$ cat src/logic/issue_pkg.sv
// ------------------------------------------------------------
// shared widths, unit and operation encodings, and the packed
// structs passed between scoreboard, issue stage and execute
// import with issue_pkg::* in the module header
// ------------------------------------------------------------
package issue_pkg;

    // integer datapath width
    localparam int unsigned XLEN = 32;
    // architectural register index width
    localparam int unsigned REG_ADDR_BITS = 5;
    localparam int unsigned NR_REGS = 32;
    // scoreboard entry tag
    localparam int unsigned TRANS_ID_BITS = 3;

    typedef logic [REG_ADDR_BITS-1:0] reg_addr_t;
    typedef logic [XLEN-1:0] xlen_t;

    // functional unit that executes an instruction
    typedef enum logic [2:0] {
        NONE,
        ALU,
        CTRL_FLOW,
        LOAD,
        STORE,
        MULT,
        CSR
    } fu_t;

    // operation inside the selected unit
    typedef enum logic [3:0] {
        ADD,
        SUB,
        AND_OP,
        OR_OP,
        XOR_OP,
        SLL,
        SRL,
        BEQ,
        BNE,
        JALR,
        LW,
        SW,
        MUL,
        CSRRW,
        SFENCE_VMA
    } fu_op_t;

    // one scoreboard entry offered for issue
    typedef struct packed {
        xlen_t                    pc;
        logic [TRANS_ID_BITS-1:0] trans_id;
        fu_t                      fu;
        fu_op_t                   op;
        reg_addr_t                rs1;
        reg_addr_t                rs2;
        reg_addr_t                rd;
        // immediate lives here until writeback
        xlen_t                    result;
        logic                     use_imm;
        logic                     use_zimm;
        logic                     use_pc;
        logic                     ex_valid;
        logic                     is_compressed;
    } issue_instr_t;

    // per register, the unit that will write it, NONE if none
    typedef fu_t [NR_REGS-1:0] clobber_t;

    // one commit stage write port
    typedef struct packed {
        reg_addr_t waddr;
        xlen_t     wdata;
        logic      we;
    } commit_port_t;

    // payload toward the execute units
    typedef struct packed {
        fu_t                      fu;
        fu_op_t                   op;
        xlen_t                    operand_a;
        xlen_t                    operand_b;
        xlen_t                    imm;
        logic [TRANS_ID_BITS-1:0] trans_id;
    } fu_data_t;

    // issue strobes, at most one high per cycle
    typedef struct packed {
        logic alu;
        logic branch;
        logic lsu;
        logic mult;
        logic csr;
    } unit_valid_t;

endpackage

$ cat src/logic/int_regfile.sv
// ------------------------------------------------------------
// integer register file, two combinational read ports and
// NR_COMMIT_PORTS write ports driven by the commit stage
// x0 is not stored and always reads zero
// ------------------------------------------------------------
`timescale 1ns/100ps

module int_regfile import issue_pkg::*; #(
    parameter int unsigned NR_COMMIT_PORTS = 2
) (
    input  logic                               clk_i,
    input  logic                               rst_ni,
    input  reg_addr_t                          raddr_a_i,
    input  reg_addr_t                          raddr_b_i,
    input  commit_port_t [NR_COMMIT_PORTS-1:0] commit_i,
    output xlen_t                              rdata_a_o,
    output xlen_t                              rdata_b_o
);

    // x1 .. x31 only
    xlen_t mem_q [1:NR_REGS-1];
    logic  x0_bad_write;

    always_ff @(posedge clk_i or negedge rst_ni) begin
        if (!rst_ni) begin
            for (int unsigned r = 1; r < NR_REGS; r++) begin
                mem_q[r] <= '0;
            end
        end else begin
            // later ports overwrite earlier ones on an address clash
            for (int unsigned p = 0; p < NR_COMMIT_PORTS; p++) begin
                if (commit_i[p].we && commit_i[p].waddr != '0) begin
                    mem_q[commit_i[p].waddr] <= commit_i[p].wdata;
                end
            end
        end
    end

    // no bypass, a write shows up one cycle after its edge
    assign rdata_a_o = (raddr_a_i == '0) ? '0 : mem_q[raddr_a_i];
    assign rdata_b_o = (raddr_b_i == '0) ? '0 : mem_q[raddr_b_i];

    // commit must never try to put data into x0
    always_comb begin
        x0_bad_write = 1'b0;
        for (int unsigned p = 0; p < NR_COMMIT_PORTS; p++) begin
            if (commit_i[p].we && commit_i[p].waddr == '0 && commit_i[p].wdata != '0) begin
                x0_bad_write = 1'b1;
            end
        end
    end

    a_no_x0_write: assert property (
        @(posedge clk_i) disable iff (!rst_ni) !x0_bad_write
    ) else $error("commit port wrote nonzero data to x0");

endmodule

$ cat src/logic/hazard_check.sv
// ------------------------------------------------------------
// issue decision for the entry at the head of the scoreboard
// checks source availability, forwarding, unit readiness and
// WAW, and drives the combinational acknowledge and stall
// ------------------------------------------------------------
`timescale 1ns/100ps

module hazard_check import issue_pkg::*; #(
    parameter int unsigned NR_COMMIT_PORTS = 2
) (
    input  issue_instr_t                       issue_instr_i,
    input  logic                               issue_instr_valid_i,
    input  clobber_t                           clobber_i,
    input  logic                               rs1_fwd_valid_i,
    input  logic                               rs2_fwd_valid_i,
    input  commit_port_t [NR_COMMIT_PORTS-1:0] commit_i,
    input  logic                               flu_ready_i,
    input  logic                               lsu_ready_i,
    input  logic                               stall_i,
    // registered mult strobe of the issue register
    input  logic                               mult_issued_i,
    output logic                               forward_rs1_o,
    output logic                               forward_rs2_o,
    output logic                               issue_ack_o,
    output logic                               stall_issue_o
);

    logic fu_busy;
    logic rd_free;
    fu_t  rs1_clobber;
    fu_t  rs2_clobber;

    assign rs1_clobber = clobber_i[issue_instr_i.rs1];
    assign rs2_clobber = clobber_i[issue_instr_i.rs2];

    // ------------------------------------------------------------
    // busy flag of the unit the instruction needs
    // ------------------------------------------------------------
    always_comb begin
        unique case (issue_instr_i.fu)
            ALU, CTRL_FLOW, MULT, CSR: fu_busy = ~flu_ready_i;
            LOAD, STORE:               fu_busy = ~lsu_ready_i;
            default:                   fu_busy = 1'b0;
        endcase
    end

    // ------------------------------------------------------------
    // operand availability
    // ------------------------------------------------------------
    always_comb begin
        stall_issue_o = stall_i;
        forward_rs1_o = 1'b0;
        forward_rs2_o = 1'b0;
        // zimm is an immediate, nothing to wait for in rs1
        if (!issue_instr_i.use_zimm && rs1_clobber != NONE) begin
            // CSR results cannot be forwarded, except around sfence.vma
            if (rs1_fwd_valid_i && (rs1_clobber != CSR || issue_instr_i.op == SFENCE_VMA)) begin
                forward_rs1_o = 1'b1;
            end else begin
                stall_issue_o = 1'b1;
            end
        end
        if (rs2_clobber != NONE) begin
            if (rs2_fwd_valid_i && (rs2_clobber != CSR || issue_instr_i.op == SFENCE_VMA)) begin
                forward_rs2_o = 1'b1;
            end else begin
                stall_issue_o = 1'b1;
            end
        end
    end

    // WAW, rd is free or is being retired right now
    always_comb begin
        rd_free = (clobber_i[issue_instr_i.rd] == NONE);
        for (int unsigned p = 0; p < NR_COMMIT_PORTS; p++) begin
            if (commit_i[p].we && commit_i[p].waddr == issue_instr_i.rd) begin
                rd_free = 1'b1;
            end
        end
    end

    // ------------------------------------------------------------
    // acknowledge
    // ------------------------------------------------------------
    always_comb begin
        issue_ack_o = 1'b0;
        if (issue_instr_valid_i) begin
            if (!stall_issue_o && !fu_busy && rd_free) begin
                issue_ack_o = 1'b1;
            end
            // exceptions and unit-less entries need no operands or unit
            if (issue_instr_i.ex_valid || issue_instr_i.fu == NONE) begin
                issue_ack_o = 1'b1;
            end
        end
        // the mult result owns the fixed latency writeback next cycle
        if (mult_issued_i && issue_instr_i.fu inside {ALU, CTRL_FLOW, CSR}) begin
            issue_ack_o = 1'b0;
        end
        a_ack_has_valid: assert (!issue_ack_o || issue_instr_valid_i)
            else $error("issue acknowledge without a valid entry");
    end

endmodule

$ cat src/logic/operand_select.sv
// ------------------------------------------------------------
// operand multiplexers in front of the issue register
// picks zimm, PC, forwarded or register file value for a,
// and the immediate, forwarded or register file value for b
// ------------------------------------------------------------
`timescale 1ns/100ps

module operand_select import issue_pkg::*; (
    input  issue_instr_t issue_instr_i,
    input  xlen_t        rdata_a_i,
    input  xlen_t        rdata_b_i,
    input  xlen_t        rs1_fwd_i,
    input  xlen_t        rs2_fwd_i,
    input  logic         forward_rs1_i,
    input  logic         forward_rs2_i,
    output fu_data_t     fu_data_o
);

    logic imm_as_b;

    // stores keep the immediate as address offset, branches as target
    assign imm_as_b = issue_instr_i.use_imm
                      && issue_instr_i.fu != STORE
                      && issue_instr_i.fu != CTRL_FLOW;

    // ------------------------------------------------------------
    // operand a, first match wins
    // ------------------------------------------------------------
    always_comb begin
        if (issue_instr_i.use_zimm) begin
            // csr immediate variants carry zimm in the rs1 field
            fu_data_o.operand_a = {{(XLEN-REG_ADDR_BITS){1'b0}}, issue_instr_i.rs1};
        end else if (issue_instr_i.use_pc) begin
            fu_data_o.operand_a = issue_instr_i.pc;
        end else if (forward_rs1_i) begin
            fu_data_o.operand_a = rs1_fwd_i;
        end else begin
            fu_data_o.operand_a = rdata_a_i;
        end
    end

    // ------------------------------------------------------------
    // operand b
    // ------------------------------------------------------------
    always_comb begin
        if (imm_as_b) begin
            fu_data_o.operand_b = issue_instr_i.result;
        end else if (forward_rs2_i) begin
            fu_data_o.operand_b = rs2_fwd_i;
        end else begin
            fu_data_o.operand_b = rdata_b_i;
        end
    end

    // immediate is always passed on, stores and branches need it
    assign fu_data_o.imm      = issue_instr_i.result;
    assign fu_data_o.fu       = issue_instr_i.fu;
    assign fu_data_o.op       = issue_instr_i.op;
    assign fu_data_o.trans_id = issue_instr_i.trans_id;

endmodule

$ cat src/logic/issue_regs.sv
// ------------------------------------------------------------
// issue to execute pipeline register
// payload loads every cycle, one unit strobe is raised the
// cycle after acceptance, flush drops any pending strobe
// ------------------------------------------------------------
`timescale 1ns/100ps

module issue_regs import issue_pkg::*; (
    input  logic         clk_i,
    input  logic         rst_ni,
    input  logic         flush_i,
    // instruction taken this cycle
    input  logic         accept_i,
    input  issue_instr_t issue_instr_i,
    input  fu_data_t     fu_data_i,
    output fu_data_t     fu_data_o,
    output xlen_t        pc_o,
    output logic         is_compressed_o,
    output unit_valid_t  valid_o,
    output logic         mult_issued_o
);

    unit_valid_t valid_d;

    // ------------------------------------------------------------
    // strobe decode
    // ------------------------------------------------------------
    always_comb begin
        valid_d = '0;
        // faulting entries pass through without starting a unit
        if (accept_i && !issue_instr_i.ex_valid) begin
            unique case (issue_instr_i.fu)
                ALU:         valid_d.alu    = 1'b1;
                CTRL_FLOW:   valid_d.branch = 1'b1;
                LOAD, STORE: valid_d.lsu    = 1'b1;
                MULT:        valid_d.mult   = 1'b1;
                CSR:         valid_d.csr    = 1'b1;
                default:     valid_d        = '0;
            endcase
        end
        // flush wins over a same cycle accept
        if (flush_i) begin
            valid_d = '0;
        end
    end

    always_ff @(posedge clk_i or negedge rst_ni) begin
        if (!rst_ni) begin
            valid_o <= '0;
        end else begin
            valid_o <= valid_d;
        end
    end

    // ------------------------------------------------------------
    // payload
    // ------------------------------------------------------------
    always_ff @(posedge clk_i or negedge rst_ni) begin
        if (!rst_ni) begin
            fu_data_o       <= '{fu: NONE, op: ADD, default: '0};
            pc_o            <= '0;
            is_compressed_o <= 1'b0;
        end else begin
            // only meaningful while a strobe is high
            fu_data_o       <= fu_data_i;
            pc_o            <= issue_instr_i.pc;
            is_compressed_o <= issue_instr_i.is_compressed;
        end
    end

    // hazard_check blocks flu users behind a multiply
    assign mult_issued_o = valid_o.mult;

    a_strobe_onehot: assert property (
        @(posedge clk_i) disable iff (!rst_ni) $onehot0(valid_o)
    ) else $error("more than one unit strobe raised");

endmodule

$ cat src/logic/issue_stage.sv
// ------------------------------------------------------------
// integer issue and operand read stage of the in-order core
// takes the scoreboard head, reads or forwards its operands
// and starts one execute unit per accepted instruction
// ------------------------------------------------------------
`timescale 1ns/100ps

module issue_stage import issue_pkg::*; #(
    parameter int unsigned NR_COMMIT_PORTS = 2
) (
    input  logic                               clk_i,
    input  logic                               rst_ni,
    input  logic                               flush_i,
    input  logic                               stall_i,
    // scoreboard head
    input  issue_instr_t                       issue_instr_i,
    input  logic                               issue_instr_valid_i,
    output logic                               issue_ack_o,
    input  clobber_t                           clobber_i,
    // forwarding lookup
    output reg_addr_t                          rs1_o,
    input  xlen_t                              rs1_fwd_i,
    input  logic                               rs1_fwd_valid_i,
    output reg_addr_t                          rs2_o,
    input  xlen_t                              rs2_fwd_i,
    input  logic                               rs2_fwd_valid_i,
    // commit stage writes
    input  commit_port_t [NR_COMMIT_PORTS-1:0] commit_i,
    // execute side
    input  logic                               flu_ready_i,
    input  logic                               lsu_ready_i,
    output fu_data_t                           fu_data_o,
    output xlen_t                              pc_o,
    output logic                               is_compressed_o,
    output unit_valid_t                        valid_o,
    output logic                               stall_issue_o
);

    xlen_t    rdata_a, rdata_b;
    logic     forward_rs1, forward_rs2;
    logic     mult_issued;
    fu_data_t fu_data_next;

    // scoreboard is polled with the source indices directly
    assign rs1_o = issue_instr_i.rs1;
    assign rs2_o = issue_instr_i.rs2;

    int_regfile #(.NR_COMMIT_PORTS(NR_COMMIT_PORTS)) i_int_regfile (
        .clk_i, .rst_ni,
        .raddr_a_i (issue_instr_i.rs1),
        .raddr_b_i (issue_instr_i.rs2),
        .commit_i,
        .rdata_a_o (rdata_a),
        .rdata_b_o (rdata_b)
    );

    hazard_check #(.NR_COMMIT_PORTS(NR_COMMIT_PORTS)) i_hazard_check (
        .issue_instr_i, .issue_instr_valid_i, .clobber_i,
        .rs1_fwd_valid_i, .rs2_fwd_valid_i, .commit_i,
        .flu_ready_i, .lsu_ready_i, .stall_i,
        .mult_issued_i (mult_issued),
        .forward_rs1_o (forward_rs1),
        .forward_rs2_o (forward_rs2),
        .issue_ack_o, .stall_issue_o
    );

    operand_select i_operand_select (
        .issue_instr_i,
        .rdata_a_i     (rdata_a),
        .rdata_b_i     (rdata_b),
        .rs1_fwd_i, .rs2_fwd_i,
        .forward_rs1_i (forward_rs1),
        .forward_rs2_i (forward_rs2),
        .fu_data_o     (fu_data_next)
    );

    issue_regs i_issue_regs (
        .clk_i, .rst_ni, .flush_i,
        .accept_i      (issue_ack_o),
        .issue_instr_i,
        .fu_data_i     (fu_data_next),
        .fu_data_o, .pc_o, .is_compressed_o, .valid_o,
        .mult_issued_o (mult_issued)
    );

endmodule

$ cat config.mk
export PLATFORM = sky130hd
export DESIGN_NAME = issue_stage
export DESIGN_NICKNAME = d
export VERILOG_FILES = /design/src/logic/issue_pkg.sv /design/src/logic/int_regfile.sv /design/src/logic/hazard_check.sv /design/src/logic/operand_select.sv /design/src/logic/issue_regs.sv /design/src/logic/issue_stage.sv
export SDC_FILE = /design/constraint.sdc
export NUM_CORES = 2
export LEC_CHECK = 0
export BUFFER_PORTS_ARGS = -buffer_cell sky130_fd_sc_hd__buf_2
export CORE_MARGIN = 1
export CORE_UTILIZATION = 34
export CTS_BUF_LIST = sky130_fd_sc_hd__clkbuf_4 sky130_fd_sc_hd__clkbuf_8
export DETAILED_ROUTE_END_ITERATION = 10
export SYNTH_ARGS = -nofsm -noshare
export SYNTH_HDL_FRONTEND = slang
export SYNTH_SLANG_ARGS = --single-unit
$ cat constraint.sdc
create_clock -name clk_i -period 5.53 [get_ports clk_i]
set_input_delay 1.3825 -clock clk_i [delete_from_list [all_inputs] [get_ports clk_i]]
set_output_delay 1.3825 -clock clk_i [all_outputs]
set_load 0.1 [all_outputs]
# Yosys cells after proc, flatten, opt, wreduce, memory -nomap -nowiden
# Index checks and enable logic that the tools add are counted.
dict set report classes {
  order_cmp 9
  eq_ne 13
  n_mux 49
  n_bitwise 6
  reduce_logical 33
}
# cell count
set ops {}
lappend ops {{bitwise mux 992 bit} 2}
lappend ops {{two-way mux 992 bit} 2}
lappend ops {{two-way mux 32 bit} 13}
lappend ops {{binary-select mux 32 bit (select 5 bit)} 2}
lappend ops {{demux 32 bit (select 5 bit)} 2}
lappend ops {{binary-select mux 3 bit (select 5 bit)} 3}
lappend ops {{greater-or-equal comparator 6 bit, second input constant} 4}
lappend ops {{NOT 5 -> 6 bit} 4}
lappend ops {{two-way mux 1 bit} 19}
lappend ops {{< comparator 5 x 6 -> 1 bit, second input constant} 3}
lappend ops {{logical AND 1 bit} 15}
lappend ops {{< comparator 6 x 1 -> 1 bit, second input constant} 2}
lappend ops {{== test 5 bit} 2}
lappend ops {{zero test 5 bit} 2}
lappend ops {{two-way mux 5 bit} 2}
lappend ops {{nonzero test 5 bit} 2}
lappend ops {{== test 3 bit, second input constant} 3}
lappend ops {{two-way mux 3 bit} 3}
lappend ops {{!= test 3 bit, second input constant} 3}
lappend ops {{nonzero test 3 bit} 3}
lappend ops {{== test 3 x 2 -> 1 bit, second input constant} 2}
lappend ops {{zero test 3 bit} 2}
lappend ops {{== test 4 bit, second input constant} 1}
lappend ops {{zero test 1 bit} 4}
lappend ops {{7 further kinds} 10}
dict set report totals {
  reg_bits 1136
  in_bits 339
  elab_cells 154
}

# Depth between registers and ports, before layout
dict set report logic_depth {
  depth_word 19
  depth_mapped 14
}

# Modules after synthesis
# Synthesis repeated with hierarchy kept, for this count alone.
dict set report unflattened {
  hier_cells 6556
  area_unflattened_um2 70386.3
}
# module n_inst cells_per_inst area_each_um2
set by_module_without_submodules {}
lappend by_module_without_submodules {int_regfile 1 5873 62033.2}
lappend by_module_without_submodules {issue_regs 1 156 3693.5}
lappend by_module_without_submodules {hazard_check 1 289 2439.8}
lappend by_module_without_submodules {operand_select 1 228 2144.6}
lappend by_module_without_submodules {issue_stage 1 10 75.1}

# Least setup slack after synthesis
# No wires, ideal clock.
dict set report synth_timing {
  kind {input port to output port}
  startpoint {input port issue_instr_i[42] (netlist name)}
  endpoint {output port issue_ack_o}
  arrival_ns 5.807
  t_required_ns 4.148
  slack_ns -1.659
  path_stages 12
  n_path_buf 4
  cell_sequence {clkbuf_2 -> buf_4 -> buf_2 -> buf_2 -> mux2i_1 -> a22oi_1 -> nand3_1 -> o21ai_0 -> or3_1 -> a221oi_2 -> o311ai_2 -> a21boi_0}
}
dict set report synth_between {
  elab_chain_cells 14
  word_cells_on_any_way 15
  cone_classes {1 x eq/ne; 8 x mux; 6 x reduce/logical}
}
# item line_no
set synth_rtl {}
lappend synth_rtl {{from (decl)} issue_stage.sv:16} ;# input issue_instr_t issue_instr_i,
lappend synth_rtl {{binary-select mux 3 bit (select 5 bit) (*)} hazard_check.sv:34} ;# assign rs2_clobber = clobber_i[issue_instr_i.rs2];
lappend synth_rtl {{two-way mux 3 bit (not written as such) (*)} hazard_check.sv:34}
lappend synth_rtl {{!= test 3 bit} hazard_check.sv:64} ;# if (rs2_fwd_valid_i && (rs2_clobber != CSR || issue_instr_i.op == SFENCE_VMA)) begin
lappend synth_rtl {{logical OR 1 bit} hazard_check.sv:64}
lappend synth_rtl {{logical AND 1 bit} hazard_check.sv:64}
lappend synth_rtl {{two-way mux 1 bit} hazard_check.sv:64}
lappend synth_rtl {{two-way mux 1 bit (*)} hazard_check.sv:63} ;# if (rs2_clobber != NONE) begin
lappend synth_rtl {{zero test 1 bit (*)} hazard_check.sv:88} ;# if (!stall_issue_o && !fu_busy && rd_free) begin
lappend synth_rtl {{logical AND 1 bit (*) (2 in series)} hazard_check.sv:88}
lappend synth_rtl {{two-way mux 1 bit (*)} hazard_check.sv:88}
lappend synth_rtl {{two-way mux 1 bit (*)} hazard_check.sv:92} ;# if (issue_instr_i.ex_valid || issue_instr_i.fu == NONE) begin
lappend synth_rtl {{two-way mux 1 bit (*)} hazard_check.sv:87} ;# if (issue_instr_valid_i) begin
lappend synth_rtl {{two-way mux 1 bit (*)} hazard_check.sv:97} ;# if (mult_issued_i && issue_instr_i.fu inside {ALU, CTRL_FLOW, CSR}) begin
lappend synth_rtl {{to (decl)} issue_stage.sv:18} ;# output logic issue_ack_o,
# Every way passes the cells marked *; elsewhere a longest branch is shown, timed or not. The select of a mux whose other input is x is not followed.

# Worst setup path in the final report
# Same ends and word-level chain as after synthesis.

==> metrics.yaml <==
floorplan.die.height_um: 455
path_clk_slew_ps: 60
rsz0062_at_grt: "true"
grt_pass1_vias: 57238
crit_fanout: 7
finalSetupViolations: 0
async_flop_share: 1.00
power.switching_w: 0.00998
ant_nets: 0
min_period_ps: 5510
drv_cap: 0
drive_above_1_share: 0.271
cts_htree_levels: 4
dp_hpwl_um: 194000
cts_made_buffers: 202
io_pins: 495
drv_slew: 0
place_congestion: 0.935
vias_per_cell: 6.19
power.internal_w: 0.0194
insertion_delay_ps: 1010
period_share: 0.997
p_sw_frac: 0.340
drt-pass1-iter-count: 8
area_growth_pct: 15.0
route.detailed.wl_per_inst_um: 32.6
io_buffers: 494
cts.sinks: 1136
end_kind: "output port"
netlist_instances: 6523
pwr-share-seq: 0.405
worstPathRequired_ps: 4150
rows: 165
final_common_cell: "dfrtp_1"
skew_ps: 110
final_cell_mix: "dfrtp_1, mux2i_1, nor2_1"
fin_hold_ws_ps: 278
slew_headroom: 0.0968
p_clk_frac: 0.313
ir_drop_mv: 0.263
total_power_w: 0.0294
synthesis.area_um2: 69700
power.density_nw_per_um2: 367
die_x_um: 455
tightest_slew_ps: 1350
synth_edf_count: 0
hold_class: "primary input to asynchronous set/reset pin"
yosys_register_bits: 1136
grt_overflow: 0
drc: 0
status: "complete, no violations"
finalSetupTns_ps: 0
clockRootBuffer: "clkbuf_8"
hold_violations: 0
synth_warnings: 0
coreArea_um2: 203000
cts_setup_buffers: 0
syn_nets: 6862
routed_wl_um: 310000
cp-start-kind: "primary input"
vias: 58996
initial_utilization: 0.343
syn_avg_cell_area_um2: 10.7
grt_usage: 0.293
drtIter0Drc: 8023
synthFlopType: "dfrtp_1"
num-fill-cells: 19514
max_freq_mhz: 181
synth_cell_types: 55
grt_antenna_before_repair: 57
dieArea_um2: 207000
crit_arrival_ps: 4130
grt_pass1_wl_um: 433000
final_nets: 7003
grt_max_degree: 151
cts_tree: "built"
cts_buffer_depth: 3
ys_seq_area_frac: 0.408
cellLeakagePower_nw: 33.6
crit_type: "primary input to output port"
comb_power_share: 0.283
==> worst max-delay path, stage by stage <==
cell and delay, ps:
buf_8 130, mux2_4 320, o311ai_1 230, a311oi_1 120, or4_4 560, or3_4 360
a221oi_4 340, o311ai_4 250, a21boi_4 220, buf_12 190
==> registers in the layout, summed over array words and instances, names as in the netlist <==
name                          cells
i_issue_regs.valid_o              4
i_issue_regs.pc_o                32
i_issue_regs.mult_issued_o        1
i_issue_regs.is_compressed_o      1
i_issue_regs.fu_data_o          106
i_int_regfile.mem_q             992
==> power groups by stage <==
| stage | registers [W] | logic [W] | clock network [W] |
|---|---|---|---|
| after global routing | 0.0121 | 0.00881 | 0.00963 |
| after CTS | 0.0118 | 0.00819 | 0.00928 |
| final | 0.0119 | 0.00830 | 0.00918 |
| after detailed placement | 0.0120 | 0.00818 | 0 |
| after global placement | 0.0118 | 0.00800 | 0 |
| after floorplan | 0.0122 | 0.00524 | 0 |
==> what timing repair did <==
action | in CTS | in global routing
pin swaps | 3 | 1
setup endpoints to repair | 2 | 1
hold buffers | 0 | 0
gates resized for setup | 6 | 8
==> cell type report <==
class | count | area [um2] | share of cell area
Clock inverter | 42 | 626 | 0.00781
Multi-Input combinational cell | 4585 | 38600 | 0.482
Antenna cell | 23 | 57.6 | 0.000718
Sequential cell | 1136 | 28400 | 0.355
Clock buffer | 327 | 4110 | 0.0513
Inverter | 6 | 22.5 | 0.000281
Tap cell | 2672 | 3340 | 0.0417
Timing Repair Buffer | 733 | 4890 | 0.0611
==> metrics by stage <==
step | setup WS (ps) | area, um2 | utilization | std cells
2_1_floorplan | -36.5 | 69700 | - | 6523
3_3_place_gp | -496 | 75300 | 0.371 | 9133
3_5_place_dp | -479 | 75300 | 0.371 | 9133
4_1_cts | 1.22 | 80000 | 0.394 | 9501
5_1_grt | -24.6 | 80100 | 0.395 | 9521
6_report | 18.5 | 80100 | 0.395 | 9524
==> worst paths after layout <==
| check | from | end | slack (ps) | cells past startpoint |
|---|---|---|---|---|
| worst max register to register | i_int_regfile.mem_q[210]$_DFF_PN0_ | i_issue_regs.fu_data_o[85]$_DFF_PN0_ | 2550 | 9 |
| min in group clk_i | issue_instr_i[21] | i_issue_regs.fu_data_o[19]$_DFF_PN0_ | 470 | 1 |
| worst max-delay path | issue_instr_i[42] | issue_ack_o | 20 | 10 |
| max in group asynchronous | rst_ni | i_issue_regs.pc_o[23]$_DFF_PN0_ | 3790 | 3 |
| worst min register to register | i_int_regfile.mem_q[846]$_DFF_PN0_ | i_int_regfile.mem_q[846]$_DFF_PN0_ | 590 | 2 |
| worst min-delay path | rst_ni | i_int_regfile.mem_q[900]$_DFF_PN0_ | 280 | 1 |
==> cells by family (layout without fill, tap and decap cells) <==
group | count (synthesis) | after routing | share of synthesized area
mux | 1607 | 1607 | 0.326
compound gates | 1586 | 1586 | 0.138
simple gates | 1381 | 1381 | 0.0810
flops | 1136 | 1136 | 0.408
buf+inv | 802 | 1108 | 0.0454
xor+xnor | 11 | 11 | 0.00138
other cells | 0 | 23 | 0
==> routing by layer <==
layer  wire [um]  share of wire  GRT usage  vias to the layer above
met5         164        0.00053          0                        -
met4       23200          0.075      0.201                       28
met3       35600           0.11     0.0888                     1034
met2      139000           0.45      0.451                     3971
met1      112000           0.36      0.352                    29331
li1            -              -          -                    24632
==> cells in the mapped netlist (25+ instances only) <==
library cell / n / area share
dfrtp_1: 1136 / 0.41
a21oi_1: 671 / 0.048
a22o_1: 74 / 0.0093
mux2i_1: 959 / 0.14
nand2_1: 467 / 0.025
buf_2: 71 / 0.0051
buf_1: 50 / 0.0027
nor2b_1: 39 / 0.0035
mux2_2: 131 / 0.021
mux4_2: 516 / 0.17
nand3b_1: 28 / 0.0030
a2111oi_0: 27 / 0.0034
clkbuf_1: 658 / 0.035
o22ai_1: 25 / 0.0022
a31oi_1: 27 / 0.0024
a311oi_1: 29 / 0.0036
o21ai_0: 408 / 0.029
a22oi_1: 49 / 0.0053
a32oi_1: 204 / 0.026
nor2_1: 741 / 0.040
Power figures use the tool's default switching activity.
